File: config.mk
export PLATFORM = sky130hd
export DESIGN_NAME = decodeStage
export DESIGN_NICKNAME = d
export VERILOG_FILES = /design/src/common/decodePkg.sv /design/src/decode/mainDecoder.sv /design/src/decode/registerFile.sv /design/src/decode/branchUnit.sv /design/src/decodeStage.sv
export VERILOG_INCLUDE_DIRS = /design/src /design/src/common
export SDC_FILE = /design/constraint.sdc
export NUM_CORES = 2
export LEC_CHECK = 0
export ABC_AREA = 1
export BUFFER_PORTS_ARGS = -buffer_cell sky130_fd_sc_hd__buf_4
export CAP_MARGIN = 20
export CELL_PAD_IN_SITES_DETAIL_PLACEMENT = 1
export CELL_PAD_IN_SITES_GLOBAL_PLACEMENT = 1
export CORE_MARGIN = 2
export CORE_UTILIZATION = 48
export CTS_BUF_LIST = sky130_fd_sc_hd__clkbuf_4 sky130_fd_sc_hd__clkbuf_8
export CTS_CLUSTER_DIAMETER = 60
export DETAILED_ROUTE_END_ITERATION = 8
export GPL_TIMING_DRIVEN = 1
export PLACE_DENSITY = 0.87
export SLEW_MARGIN = 20
export SYNTH_ARGS = -nofsm -noshare
export SYNTH_HDL_FRONTEND = slang
export SYNTH_SLANG_ARGS = --single-unit
File: constraint.sdc
create_clock -name clk -period 8 [get_ports clk]
set_input_delay 2 -clock clk [delete_from_list [all_inputs] [get_ports clk]]
set_output_delay 2 -clock clk [all_outputs]
set_load 0.02 [all_outputs]
File: src/common/decode_defs.svh
`ifndef DECODE_DEFS_SVH
`define DECODE_DEFS_SVH

`define DECODE_REG_COUNT 32
`define DECODE_RA 5'd31

// primary opcodes
`define OP_RTYPE 6'b000000
`define OP_REGIMM 6'b000001
`define OP_J 6'b000010
`define OP_JAL 6'b000011
`define OP_BEQ 6'b000100
`define OP_BNE 6'b000101
`define OP_BLEZ 6'b000110
`define OP_BGTZ 6'b000111
`define OP_ADDI 6'b001000
`define OP_ADDIU 6'b001001
`define OP_SLTI 6'b001010
`define OP_SLTIU 6'b001011
`define OP_ANDI 6'b001100
`define OP_ORI 6'b001101
`define OP_XORI 6'b001110
`define OP_LUI 6'b001111
`define OP_COP0 6'b010000
`define OP_SPECIAL2 6'b011100
`define OP_LB 6'b100000
`define OP_LH 6'b100001
`define OP_LW 6'b100011
`define OP_LBU 6'b100100
`define OP_LHU 6'b100101
`define OP_SB 6'b101000
`define OP_SH 6'b101001
`define OP_SW 6'b101011

// SPECIAL funct
`define FN_SLL 6'b000000
`define FN_SRL 6'b000010
`define FN_SRA 6'b000011
`define FN_SLLV 6'b000100
`define FN_SRLV 6'b000110
`define FN_SRAV 6'b000111
`define FN_JR 6'b001000
`define FN_JALR 6'b001001
`define FN_MOVZ 6'b001010
`define FN_MOVN 6'b001011
`define FN_SYSCALL 6'b001100
`define FN_BREAK 6'b001101
`define FN_MFHI 6'b010000
`define FN_MTHI 6'b010001
`define FN_MFLO 6'b010010
`define FN_MTLO 6'b010011
`define FN_MULT 6'b011000
`define FN_MULTU 6'b011001
`define FN_DIV 6'b011010
`define FN_DIVU 6'b011011
`define FN_ADD 6'b100000
`define FN_ADDU 6'b100001
`define FN_SUB 6'b100010
`define FN_SUBU 6'b100011
`define FN_AND 6'b100100
`define FN_OR 6'b100101
`define FN_XOR 6'b100110
`define FN_NOR 6'b100111
`define FN_SLT 6'b101010
`define FN_SLTU 6'b101011
`define FN_TGE 6'b110000
`define FN_TGEU 6'b110001
`define FN_TLT 6'b110010
`define FN_TLTU 6'b110011
`define FN_TEQ 6'b110100
`define FN_TNE 6'b110110

// SPECIAL2 funct
`define F2_MADD 6'b000000
`define F2_MADDU 6'b000001
`define F2_MUL 6'b000010
`define F2_MSUB 6'b000100
`define F2_MSUBU 6'b000101
`define F2_CLZ 6'b100000
`define F2_CLO 6'b100001

// REGIMM rt selector
`define RT_BLTZ 5'b00000
`define RT_BGEZ 5'b00001
`define RT_TGEI 5'b01000
`define RT_TGEIU 5'b01001
`define RT_TLTI 5'b01010
`define RT_TLTIU 5'b01011
`define RT_TEQI 5'b01100
`define RT_TNEI 5'b01110
`define RT_BLTZAL 5'b10000
`define RT_BGEZAL 5'b10001

// COP0 rs selector, and funct when the CO bit is set
`define RS_MFC0 5'b00000
`define RS_MTC0 5'b00100
`define CO_TLBR 6'b000001
`define CO_TLBWI 6'b000010
`define CO_TLBWR 6'b000110
`define CO_TLBP 6'b001000
`define CO_ERET 6'b011000

`endif

File: src/common/decodePkg.sv
`include "decode_defs.svh"

package decodePkg;

	typedef struct packed {
		logic [5:0] op;
		logic [4:0] rs;
		logic [4:0] rt;
		logic [4:0] rd;
		logic [4:0] shamt;
		logic [5:0] funct;
	} rTypeFields;

	typedef struct packed {
		logic [5:0] op;
		logic [4:0] rs;
		logic [4:0] rt;
		logic [15:0] imm16;
	} iTypeFields;

	typedef union packed {
		rTypeFields rFields;
		iTypeFields iFields;
	} instrWord;

	// immediate ops share their opcode value
	typedef enum logic [5:0] {
		aluRType = 6'h00,
		aluAddi = `OP_ADDI,
		aluAddiu = `OP_ADDIU,
		aluSlti = `OP_SLTI,
		aluSltiu = `OP_SLTIU,
		aluAndi = `OP_ANDI,
		aluOri = `OP_ORI,
		aluXori = `OP_XORI,
		aluLui = `OP_LUI,
		aluMem = 6'h10,
		aluRotr = 6'h11,
		aluRotrv = 6'h12,
		aluMul = 6'h13,
		aluMadd = 6'h14,
		aluMaddu = 6'h15,
		aluMsub = 6'h16,
		aluMsubu = 6'h17,
		aluClo = 6'h18,
		aluClz = 6'h19,
		aluMfc0 = 6'h1a,
		aluMtc0 = 6'h1b,
		aluUseless = 6'h3f
	} aluOp;

	typedef enum logic [2:0] {
		brNone = 3'd0,
		brEq = 3'd1,
		brNe = 3'd2,
		brLez = 3'd3,
		brGtz = 3'd4,
		brLtz = 3'd5,
		brGez = 3'd6
	} branchKind;

	typedef enum logic [1:0] {
		dstRd = 2'b00,
		dstRt = 2'b01,
		dstRa = 2'b10
	} regDstSel;

	typedef struct packed {
		logic regWrite;
		regDstSel regDst;
		logic [4:0] destReg;
		logic aluSrcImm;
		logic signExtend;
		logic memRead;
		logic memWrite;
		logic memToReg;
		aluOp alu;
		logic [5:0] functToAlu;
		logic divMulEn;
		logic hiloToReg;
		logic mfhi;
		logic mflo;
		logic cp0Write;
		logic cp0ToReg;
		logic eret;
		logic syscall;
		logic brk;
		logic reservedInstr;
	} ctrlBundle;

	typedef struct packed {
		ctrlBundle ctrl;
		logic [31:0] rsValue;
		logic [31:0] rtValue;
		logic [31:0] immValue;
		logic [31:0] pcPlus8;
		logic valid;
	} execBundle;

endpackage

File: src/decode/mainDecoder.sv
`include "decode_defs.svh"

module mainDecoder (
	input decodePkg::instrWord instr,
	output decodePkg::ctrlBundle ctrl,
	output decodePkg::branchKind kind,
	output logic isJump,
	output logic isJumpReg
);
	import decodePkg::*;

	logic [5:0] op;
	logic [5:0] funct;
	logic [4:0] rs;
	logic [4:0] rt;
	logic [4:0] rd;
	logic [4:0] shamt;
	logic rType;
	logic cop0;
	logic special2;
	logic link;
	logic coLegal;

	assign op = instr.iFields.op;
	assign rs = instr.iFields.rs;
	assign rt = instr.iFields.rt;
	assign rd = instr.rFields.rd;
	assign shamt = instr.rFields.shamt;
	assign funct = instr.rFields.funct;

	assign rType = op == `OP_RTYPE;
	assign cop0 = op == `OP_COP0;
	assign special2 = op == `OP_SPECIAL2;
	assign isJump = op == `OP_J || op == `OP_JAL;
	assign isJumpReg = rType && (funct == `FN_JR || funct == `FN_JALR);
	assign link = op == `OP_JAL || (rType && funct == `FN_JALR)
		|| (op == `OP_REGIMM && (rt == `RT_BLTZAL || rt == `RT_BGEZAL));
	// CO bit set: eret and the tlb ops are legal
	assign coLegal = rs[4] && (funct inside {`CO_ERET, `CO_TLBR, `CO_TLBWI, `CO_TLBWR, `CO_TLBP});

	always_comb begin
		ctrl = '0;
		ctrl.regDst = dstRd;
		ctrl.destReg = rd;
		ctrl.alu = aluUseless;
		ctrl.functToAlu = funct;
		ctrl.signExtend = op[5:2] != 4'b0011; // andi ori xori lui zero-extend
		ctrl.divMulEn = (rType && funct inside {`FN_MULT, `FN_MULTU, `FN_DIV, `FN_DIVU})
			|| (special2 && funct inside {`F2_MUL, `F2_MADD, `F2_MADDU, `F2_MSUB, `F2_MSUBU});
		ctrl.mfhi = rType && funct == `FN_MFHI;
		ctrl.mflo = rType && funct == `FN_MFLO;
		ctrl.hiloToReg = ctrl.mfhi || ctrl.mflo;
		ctrl.syscall = rType && funct == `FN_SYSCALL;
		ctrl.brk = rType && funct == `FN_BREAK;
		ctrl.cp0Write = cop0 && rs == `RS_MTC0;
		ctrl.cp0ToReg = cop0 && rs == `RS_MFC0;
		ctrl.eret = cop0 && rs[4] && funct == `CO_ERET;

		case (op)
			`OP_RTYPE: begin
				ctrl.alu = aluRType;
				case (funct)
					`FN_ADD, `FN_ADDU, `FN_SUB, `FN_SUBU, `FN_SLT, `FN_SLTU,
					`FN_AND, `FN_OR, `FN_XOR, `FN_NOR, `FN_SLL, `FN_SRA,
					`FN_SLLV, `FN_SRAV, `FN_MOVN, `FN_MOVZ, `FN_MFHI, `FN_MFLO:
						ctrl.regWrite = 1'b1;
					`FN_SRL: begin
						ctrl.regWrite = 1'b1;
						if (rs[0])
							ctrl.alu = aluRotr;
					end
					`FN_SRLV: begin
						ctrl.regWrite = 1'b1;
						if (shamt[0])
							ctrl.alu = aluRotrv;
					end
					// hilo, traps and jumps write nothing here
					`FN_JR, `FN_JALR, `FN_MULT, `FN_MULTU, `FN_DIV, `FN_DIVU,
					`FN_MTHI, `FN_MTLO, `FN_SYSCALL, `FN_BREAK, `FN_TGE, `FN_TGEU,
					`FN_TLT, `FN_TLTU, `FN_TEQ, `FN_TNE:
						ctrl.regWrite = 1'b0;
					default: begin
						ctrl.alu = aluUseless;
						ctrl.reservedInstr = 1'b1;
					end
				endcase
			end
			`OP_ADDI, `OP_ADDIU, `OP_SLTI, `OP_SLTIU, `OP_ANDI, `OP_ORI, `OP_XORI, `OP_LUI: begin
				ctrl.regWrite = 1'b1;
				ctrl.regDst = dstRt;
				ctrl.destReg = rt;
				ctrl.aluSrcImm = 1'b1;
				ctrl.alu = aluOp'(op);
			end
			`OP_BEQ, `OP_BNE, `OP_BLEZ, `OP_BGTZ, `OP_J, `OP_JAL:
				ctrl.alu = aluUseless; // resolved in branchUnit
			`OP_REGIMM: begin
				case (rt)
					`RT_BLTZ, `RT_BGEZ, `RT_BLTZAL, `RT_BGEZAL, `RT_TGEI, `RT_TGEIU,
					`RT_TLTI, `RT_TLTIU, `RT_TEQI, `RT_TNEI:
						ctrl.alu = aluUseless;
					default:
						ctrl.reservedInstr = 1'b1;
				endcase
			end
			`OP_LB, `OP_LH, `OP_LW, `OP_LBU, `OP_LHU: begin
				ctrl.regWrite = 1'b1;
				ctrl.regDst = dstRt;
				ctrl.destReg = rt;
				ctrl.aluSrcImm = 1'b1;
				ctrl.memRead = 1'b1;
				ctrl.memToReg = 1'b1;
				ctrl.alu = aluMem;
			end
			`OP_SB, `OP_SH, `OP_SW: begin
				ctrl.aluSrcImm = 1'b1;
				ctrl.memWrite = 1'b1;
				ctrl.alu = aluMem;
			end
			`OP_COP0: begin
				case (rs)
					`RS_MTC0:
						ctrl.alu = aluMtc0;
					`RS_MFC0: begin
						ctrl.regWrite = 1'b1;
						ctrl.regDst = dstRt;
						ctrl.destReg = rt;
						ctrl.alu = aluMfc0;
					end
					default:
						ctrl.reservedInstr = !coLegal;
				endcase
			end
			`OP_SPECIAL2: begin
				ctrl.regWrite = funct inside {`F2_CLO, `F2_CLZ, `F2_MUL};
				case (funct)
					`F2_CLO: ctrl.alu = aluClo;
					`F2_CLZ: ctrl.alu = aluClz;
					`F2_MUL: ctrl.alu = aluMul;
					`F2_MADD: ctrl.alu = aluMadd;
					`F2_MADDU: ctrl.alu = aluMaddu;
					`F2_MSUB: ctrl.alu = aluMsub;
					`F2_MSUBU: ctrl.alu = aluMsubu;
					default: ctrl.reservedInstr = 1'b1;
				endcase
			end
			default:
				ctrl.reservedInstr = 1'b1;
		endcase

		if (link) begin // jal, jalr, bltzal, bgezal
			ctrl.regWrite = 1'b1;
			ctrl.regDst = dstRa;
			ctrl.destReg = `DECODE_RA;
		end
	end

	always_comb begin
		case (op)
			`OP_BEQ: kind = brEq;
			`OP_BNE: kind = brNe;
			`OP_BLEZ: kind = brLez;
			`OP_BGTZ: kind = brGtz;
			`OP_REGIMM: begin
				case (rt)
					`RT_BLTZ, `RT_BLTZAL: kind = brLtz;
					`RT_BGEZ, `RT_BGEZAL: kind = brGez;
					default: kind = brNone; // traps never redirect
				endcase
			end
			default: kind = brNone;
		endcase
	end

endmodule

File: src/decode/registerFile.sv
`include "decode_defs.svh"

module registerFile (
	input logic clk,
	input logic reset,
	input logic [4:0] readAddrA,
	input logic [4:0] readAddrB,
	output logic [31:0] readDataA,
	output logic [31:0] readDataB,
	input logic writeEnable,
	input logic [4:0] writeAddr,
	input logic [31:0] writeData
);

	logic [31:0] regs [`DECODE_REG_COUNT];

	// $zero, then write-through bypass, then the array
	function automatic logic [31:0] readPort(input logic [4:0] addr);
		if (addr == 5'd0)
			return 32'd0;
		if (writeEnable && addr == writeAddr)
			return writeData;
		return regs[addr];
	endfunction

	always_ff @(posedge clk) begin
		if (reset) begin
			for (int i = 0; i < `DECODE_REG_COUNT; i++)
				regs[i] <= 32'd0;
		end else if (writeEnable && writeAddr != 5'd0) begin
			regs[writeAddr] <= writeData;
		end
	end

	always_comb begin
		readDataA = readPort(readAddrA);
		readDataB = readPort(readAddrB);
	end

endmodule

File: src/decode/branchUnit.sv
module branchUnit (
	input decodePkg::branchKind kind,
	input logic isJump,
	input logic isJumpReg,
	input logic [31:0] rsValue,
	input logic [31:0] rtValue,
	input logic [31:0] immExt,
	input logic [25:0] jumpIndex,
	input logic [31:0] pc,
	output logic redirect,
	output logic [31:0] target
);
	import decodePkg::*;

	logic [31:0] pcPlus4;
	logic taken;

	assign pcPlus4 = pc + 32'd4;

	always_comb begin
		case (kind)
			brEq: taken = rsValue == rtValue;
			brNe: taken = rsValue != rtValue;
			brLez: taken = $signed(rsValue) <= 32'sd0;
			brGtz: taken = $signed(rsValue) > 32'sd0;
			brLtz: taken = $signed(rsValue) < 32'sd0;
			brGez: taken = $signed(rsValue) >= 32'sd0;
			default: taken = 1'b0;
		endcase
	end

	always_comb begin
		if (isJumpReg)
			target = rsValue;
		else if (isJump)
			target = {pcPlus4[31:28], jumpIndex, 2'b00}; // region of the delay slot
		else
			target = pcPlus4 + {immExt[29:0], 2'b00};
	end

	assign redirect = taken || isJump || isJumpReg;

endmodule

File: src/decodeStage.sv
module decodeStage (
	input logic clk,
	input logic reset,
	input logic stall,
	input logic flush,
	input decodePkg::instrWord instr,
	input logic [31:0] pc,
	input logic wbEnable,
	input logic [4:0] wbReg,
	input logic [31:0] wbData,
	output logic redirect,
	output logic [31:0] target,
	output decodePkg::execBundle execOut
);
	import decodePkg::*;

	ctrlBundle ctrl;
	branchKind kind;
	logic isJump;
	logic isJumpReg;
	logic [31:0] rsValue;
	logic [31:0] rtValue;
	logic [31:0] immExt;
	logic [15:0] imm16;

	assign imm16 = instr.iFields.imm16;
	assign immExt = ctrl.signExtend ? {{16{imm16[15]}}, imm16} : {16'd0, imm16};

	mainDecoder mainDecoder_i (
		.instr(instr),
		.ctrl(ctrl),
		.kind(kind),
		.isJump(isJump),
		.isJumpReg(isJumpReg)
	);

	registerFile registerFile_i (
		.clk(clk),
		.reset(reset),
		.readAddrA(instr.iFields.rs),
		.readAddrB(instr.iFields.rt),
		.readDataA(rsValue),
		.readDataB(rtValue),
		.writeEnable(wbEnable),
		.writeAddr(wbReg),
		.writeData(wbData)
	);

	branchUnit branchUnit_i (
		.kind(kind),
		.isJump(isJump),
		.isJumpReg(isJumpReg),
		.rsValue(rsValue),
		.rtValue(rtValue),
		.immExt(immExt),
		.jumpIndex(instr[25:0]),
		.pc(pc),
		.redirect(redirect),
		.target(target)
	);

	// flush beats stall
	always_ff @(posedge clk) begin
		if (reset || flush) begin
			execOut <= '0;
		end else if (!stall) begin
			execOut <= '{
				ctrl: ctrl,
				rsValue: rsValue,
				rtValue: rtValue,
				immValue: immExt,
				pcPlus8: pc + 32'd8, // link value past the delay slot
				valid: 1'b1
			};
		end
	end

endmodule

==> results list <==
- Before CTS, the worst setup slack after placement is -0.2459 ns.
* Maximum fanout along the worst path: between 40 and 50
* Clock latency on the worst-skew pair: about 0.99 ns
* Highest-count cells in the layout ignoring fill and taps: sky130_fd_sc_hd__nand2_1, sky130_fd_sc_hd__nor2_1, sky130_fd_sc_hd__edfxtp_1
- The pre-antenna-repair detailed-routing pass consisted of 7 iterations.
* Layout Area Growth over Synthesis: 13.64%
* Maximum VDD drop: about 180 µV
- Number of distinct standard cells referenced by the synthesized netlist: 56
- For the pin with the worst max-slew slack, the measured transition is ~1.2 ns.
* FILL cells: between 15k and 20k
- The number of slew-limit violations in the final report came to 0.
* Power per Cell Area: 208.3 nW/µm²
* Global-route congestion overflow total: 0
- Dividing the detail-routed via count by the number of cells gives around 6.3.
- For this run, asynchronously set or reset flops after synthesis account for 0%.
- Final-report setup violation count: 0
- The worst setup path is of the in -> out kind.
- Pin count of the biggest net entering global routing: 127
- For the final database, setup skew stands at approximately 0.032 ns.
- Leaving out fill and tap cells, the most frequent cell in the layout is sky130_fd_sc_hd__nand2_1.
* Sinks on Clock Net: 1,166
* Predominant post-synthesis flop cell: sky130_fd_sc_hd__edfxtp_1
- TritonCTS created 206 clock buffers.
- Number of maximum-capacitance constraint violations: 0
* Number of flip-flops and latches in the synthesized netlist: roughly 1.2k
- For this run, the number of Yosys warnings is 0.
* Worst relative slew slack: a little over a fifth
- In this run, synthesis inferred 1,024 flip-flops with an integrated enable.
- Wires add up to between 300 and 400 mm.
- The clock tree synthesis step divided the H-tree into 4 levels.
- Dividing the final minimum period by the clock period gives between 90% and 100%.
- TritonCTS clock tree: yes
- After legalization and detailed placement, the total HPWL measured between 200 and 250 mm.
- For this block, the initial DRC count from the detailed router was between 10k and 15k.
- Data on the critical path arrives at its endpoint at slightly below 6 ns.
- Via count of the first global-routing pass: 71.19k
- Cells with a size suffix above 1 make up between 10% and 20% of the layout.
* Reg-to-reg setup timing slack: approximately 5.5 ns
- Chip width: approximately 380 µm
- Number of vias after detailed routing: just over 70k
- Initial Utilization: between 40% and 50%
- The cell area that synthesis handed to floorplanning was 67,540 µm².
* Path category of the worst min-delay check: reg -> reg
- Placer's final routability congestion estimate: between 1 and 1.5
- Clock-pin slew was measured on the worst setup and hold paths at ~0.06 ns.
- RSZ-0062 raised after global routing: true
- Total global routing track utilization: 45.21%
- Worst Slack Setup Final: 0.06660 ns
- Gate count of the mapped netlist: around 9k
- Leakage component of the power: between 0.03 and 0.04 µW
- The number of antenna violations at the first check in global routing came to 26.
* Core Footprint: between 100,000 and 150,000 µm²
- In the routed design, unresolved DRC markers number 0.
- Overall power consumption: roughly 16,000 µW
- In this run the post-CTS setup repair buffer count came out at 0.
- The share of the Yosys chip area taken by registers is between 40 and 50%.
- Period minus WS final: between 7 and 8 ns
* First-pass GRT wire length: 470.8 mm
- Area of the die: between 100,000 and 150,000 µm²
* CTS Buffer Depth: 3
- Derived from the worst setup path, the maximum achievable clock frequency is around 0.13 GHz.
* Mean post-synth cell area: 7.524 µm²
* Quantity of hold-fixing buffers added after cts: 0
- The worst setup path is captured at a primary output.
- STA classifies the critical path startpoint as an input pin.
* CTS root buffer: sky130_fd_sc_hd__clkbuf_8
* Final layout net count: approximately 9.3k
- Std cell rows: 137
- The run finished with clean final reports.
- Remaining number of nets flagged by the antenna check after routing: 0
- Buffers added on ports: approximately 300
- At the worst endpoint, the required time is 6.00 ns.
* Final hold viol count: 0
* Die Y-Extent: between 300 and 400 µm
* Number of top-level pins: approximately 300
- In the final routed layout, each cell accounts on average for a little under 30 µm.
Yosys cell counts (all sizes together), types with 27 or more instances:
cell / instances / area share, %
nand2: 2641 / 15
nor2: 1722 / 9.6
edfxtp: 1024 / 46
inv: 723 / 4.0
o21ai: 711 / 5.3
a21oi: 501 / 3.7
nand3: 387 / 2.9
buf: 344 / 3.0
clkbuf: 332 / 1.8
o211ai: 191 / 2.1
dfxtp: 142 / 4.2
xor2: 39 / 0.51
nor3: 37 / 0.28
ha: 31 / 0.57
nand4: 27 / 0.25
metal layers:
layer / up-vias / wire [µm] / GRT usage (%)
met5: - / 257 / 0.8576
met4: 18 / 30980 / 36.37
met3: 1704 / 42980 / 12.89
met2: 5266 / 143100 / 68.39
met1: 34372 / 113500 / 53.69
li1: 29548 / - / -
sequential cells by signal (all words and copies together) (netlist names):
signal	count
registerFile_i.regs	1024
execOut	142
worst paths after layout:
check            endpoint  depth (start not counted)                   startpoint
max              redirect                         23                    instr[21]
min           execOut[43]                          2                  execOut[43]
max reg2reg  execOut[124]                         13  registerFile_i.regs[23][27]
min reg2reg   execOut[43]                          2                  execOut[43]
cells by family after synthesis:
logic type      Yosys count  synth area share (%)
simple gates           4838                 27.99
compound gates         1476                 11.96
buf+inv                1400                 8.878
flops                  1166                 49.74
xor+xnor                 58                0.7522
fa+ha+maj                32                0.6040
mux                       5               0.07411
other cells               1              0.005553
final cells by class:
type	count	area, µm²	area share [%]
Antenna cell	26	65.06	0.08477
Timing Repair Buffer	649	5495	7.160
Clock inverter	93	728.2	0.9488
Tap cell	1876	2347	3.058
Clock buffer	286	3480	4.534
Sequential cell	1166	33590	43.77
Multi-Input combinational cell	6441	28300	36.87
Inverter	724	2745	3.577
critical path, stage by stage:
cell                       delay, ns
sky130_fd_sc_hd__buf_8          0.17
sky130_fd_sc_hd__inv_8          0.11
sky130_fd_sc_hd__buf_12         0.32
sky130_fd_sc_hd__buf_4          0.32
sky130_fd_sc_hd__nand2_1        0.08
sky130_fd_sc_hd__o211ai_1       0.11
sky130_fd_sc_hd__a21oi_1        0.09
sky130_fd_sc_hd__nor2_1         0.47
sky130_fd_sc_hd__nand2_1        0.27
sky130_fd_sc_hd__nand2_1        0.33
sky130_fd_sc_hd__nand2_1        0.09
sky130_fd_sc_hd__nand2_1        0.19
sky130_fd_sc_hd__nand2_1        0.08
sky130_fd_sc_hd__nor2_1         0.10
sky130_fd_sc_hd__nand2_1        0.08
sky130_fd_sc_hd__nor2_1         0.09
sky130_fd_sc_hd__nand2_1        0.20
sky130_fd_sc_hd__nand3_1        0.13
sky130_fd_sc_hd__nand2_1        0.06
sky130_fd_sc_hd__nor2_1         0.10
sky130_fd_sc_hd__buf_4          0.14
sky130_fd_sc_hd__nand3_1        0.14
sky130_fd_sc_hd__buf_4          0.20
where the power goes:
| part | leakage, µW | switching, µW | internal, µW |
|---|---|---|---|
| clock | 0.00221 | 2790 | 3110 |
| sequential | 0.0109 | 164 | 6940 |
| combinational | 0.0210 | 2190 | 793 |
stage by stage:
step | hold WS [ns] | utilization [%] | instance area [µm²] | cells | TNS (ns)
6_report | 0.4649 | 55.01 | 76750 | 11261 | 0
4_1_cts | 0.4669 | 54.88 | 76570 | 11235 | 0
3_5_place_dp | 0.4576 | 51.85 | 72350 | 10856 | -0.5025
3_3_place_gp | 0.4560 | 51.85 | 72350 | 10856 | -0.6750
2_1_floorplan | 0.5440 | - | 67650 | 9007 | 0
5_1_grt | 0.4890 | 54.98 | 76710 | 11246 | -0.03785
repair_timing:
action                     4_1_cts  5_1_grt
resized for setup                4       30
setup endpoints to repair        4       10
pin swaps                        0        6
Note: power is estimated with default switching activity, not from simulation.
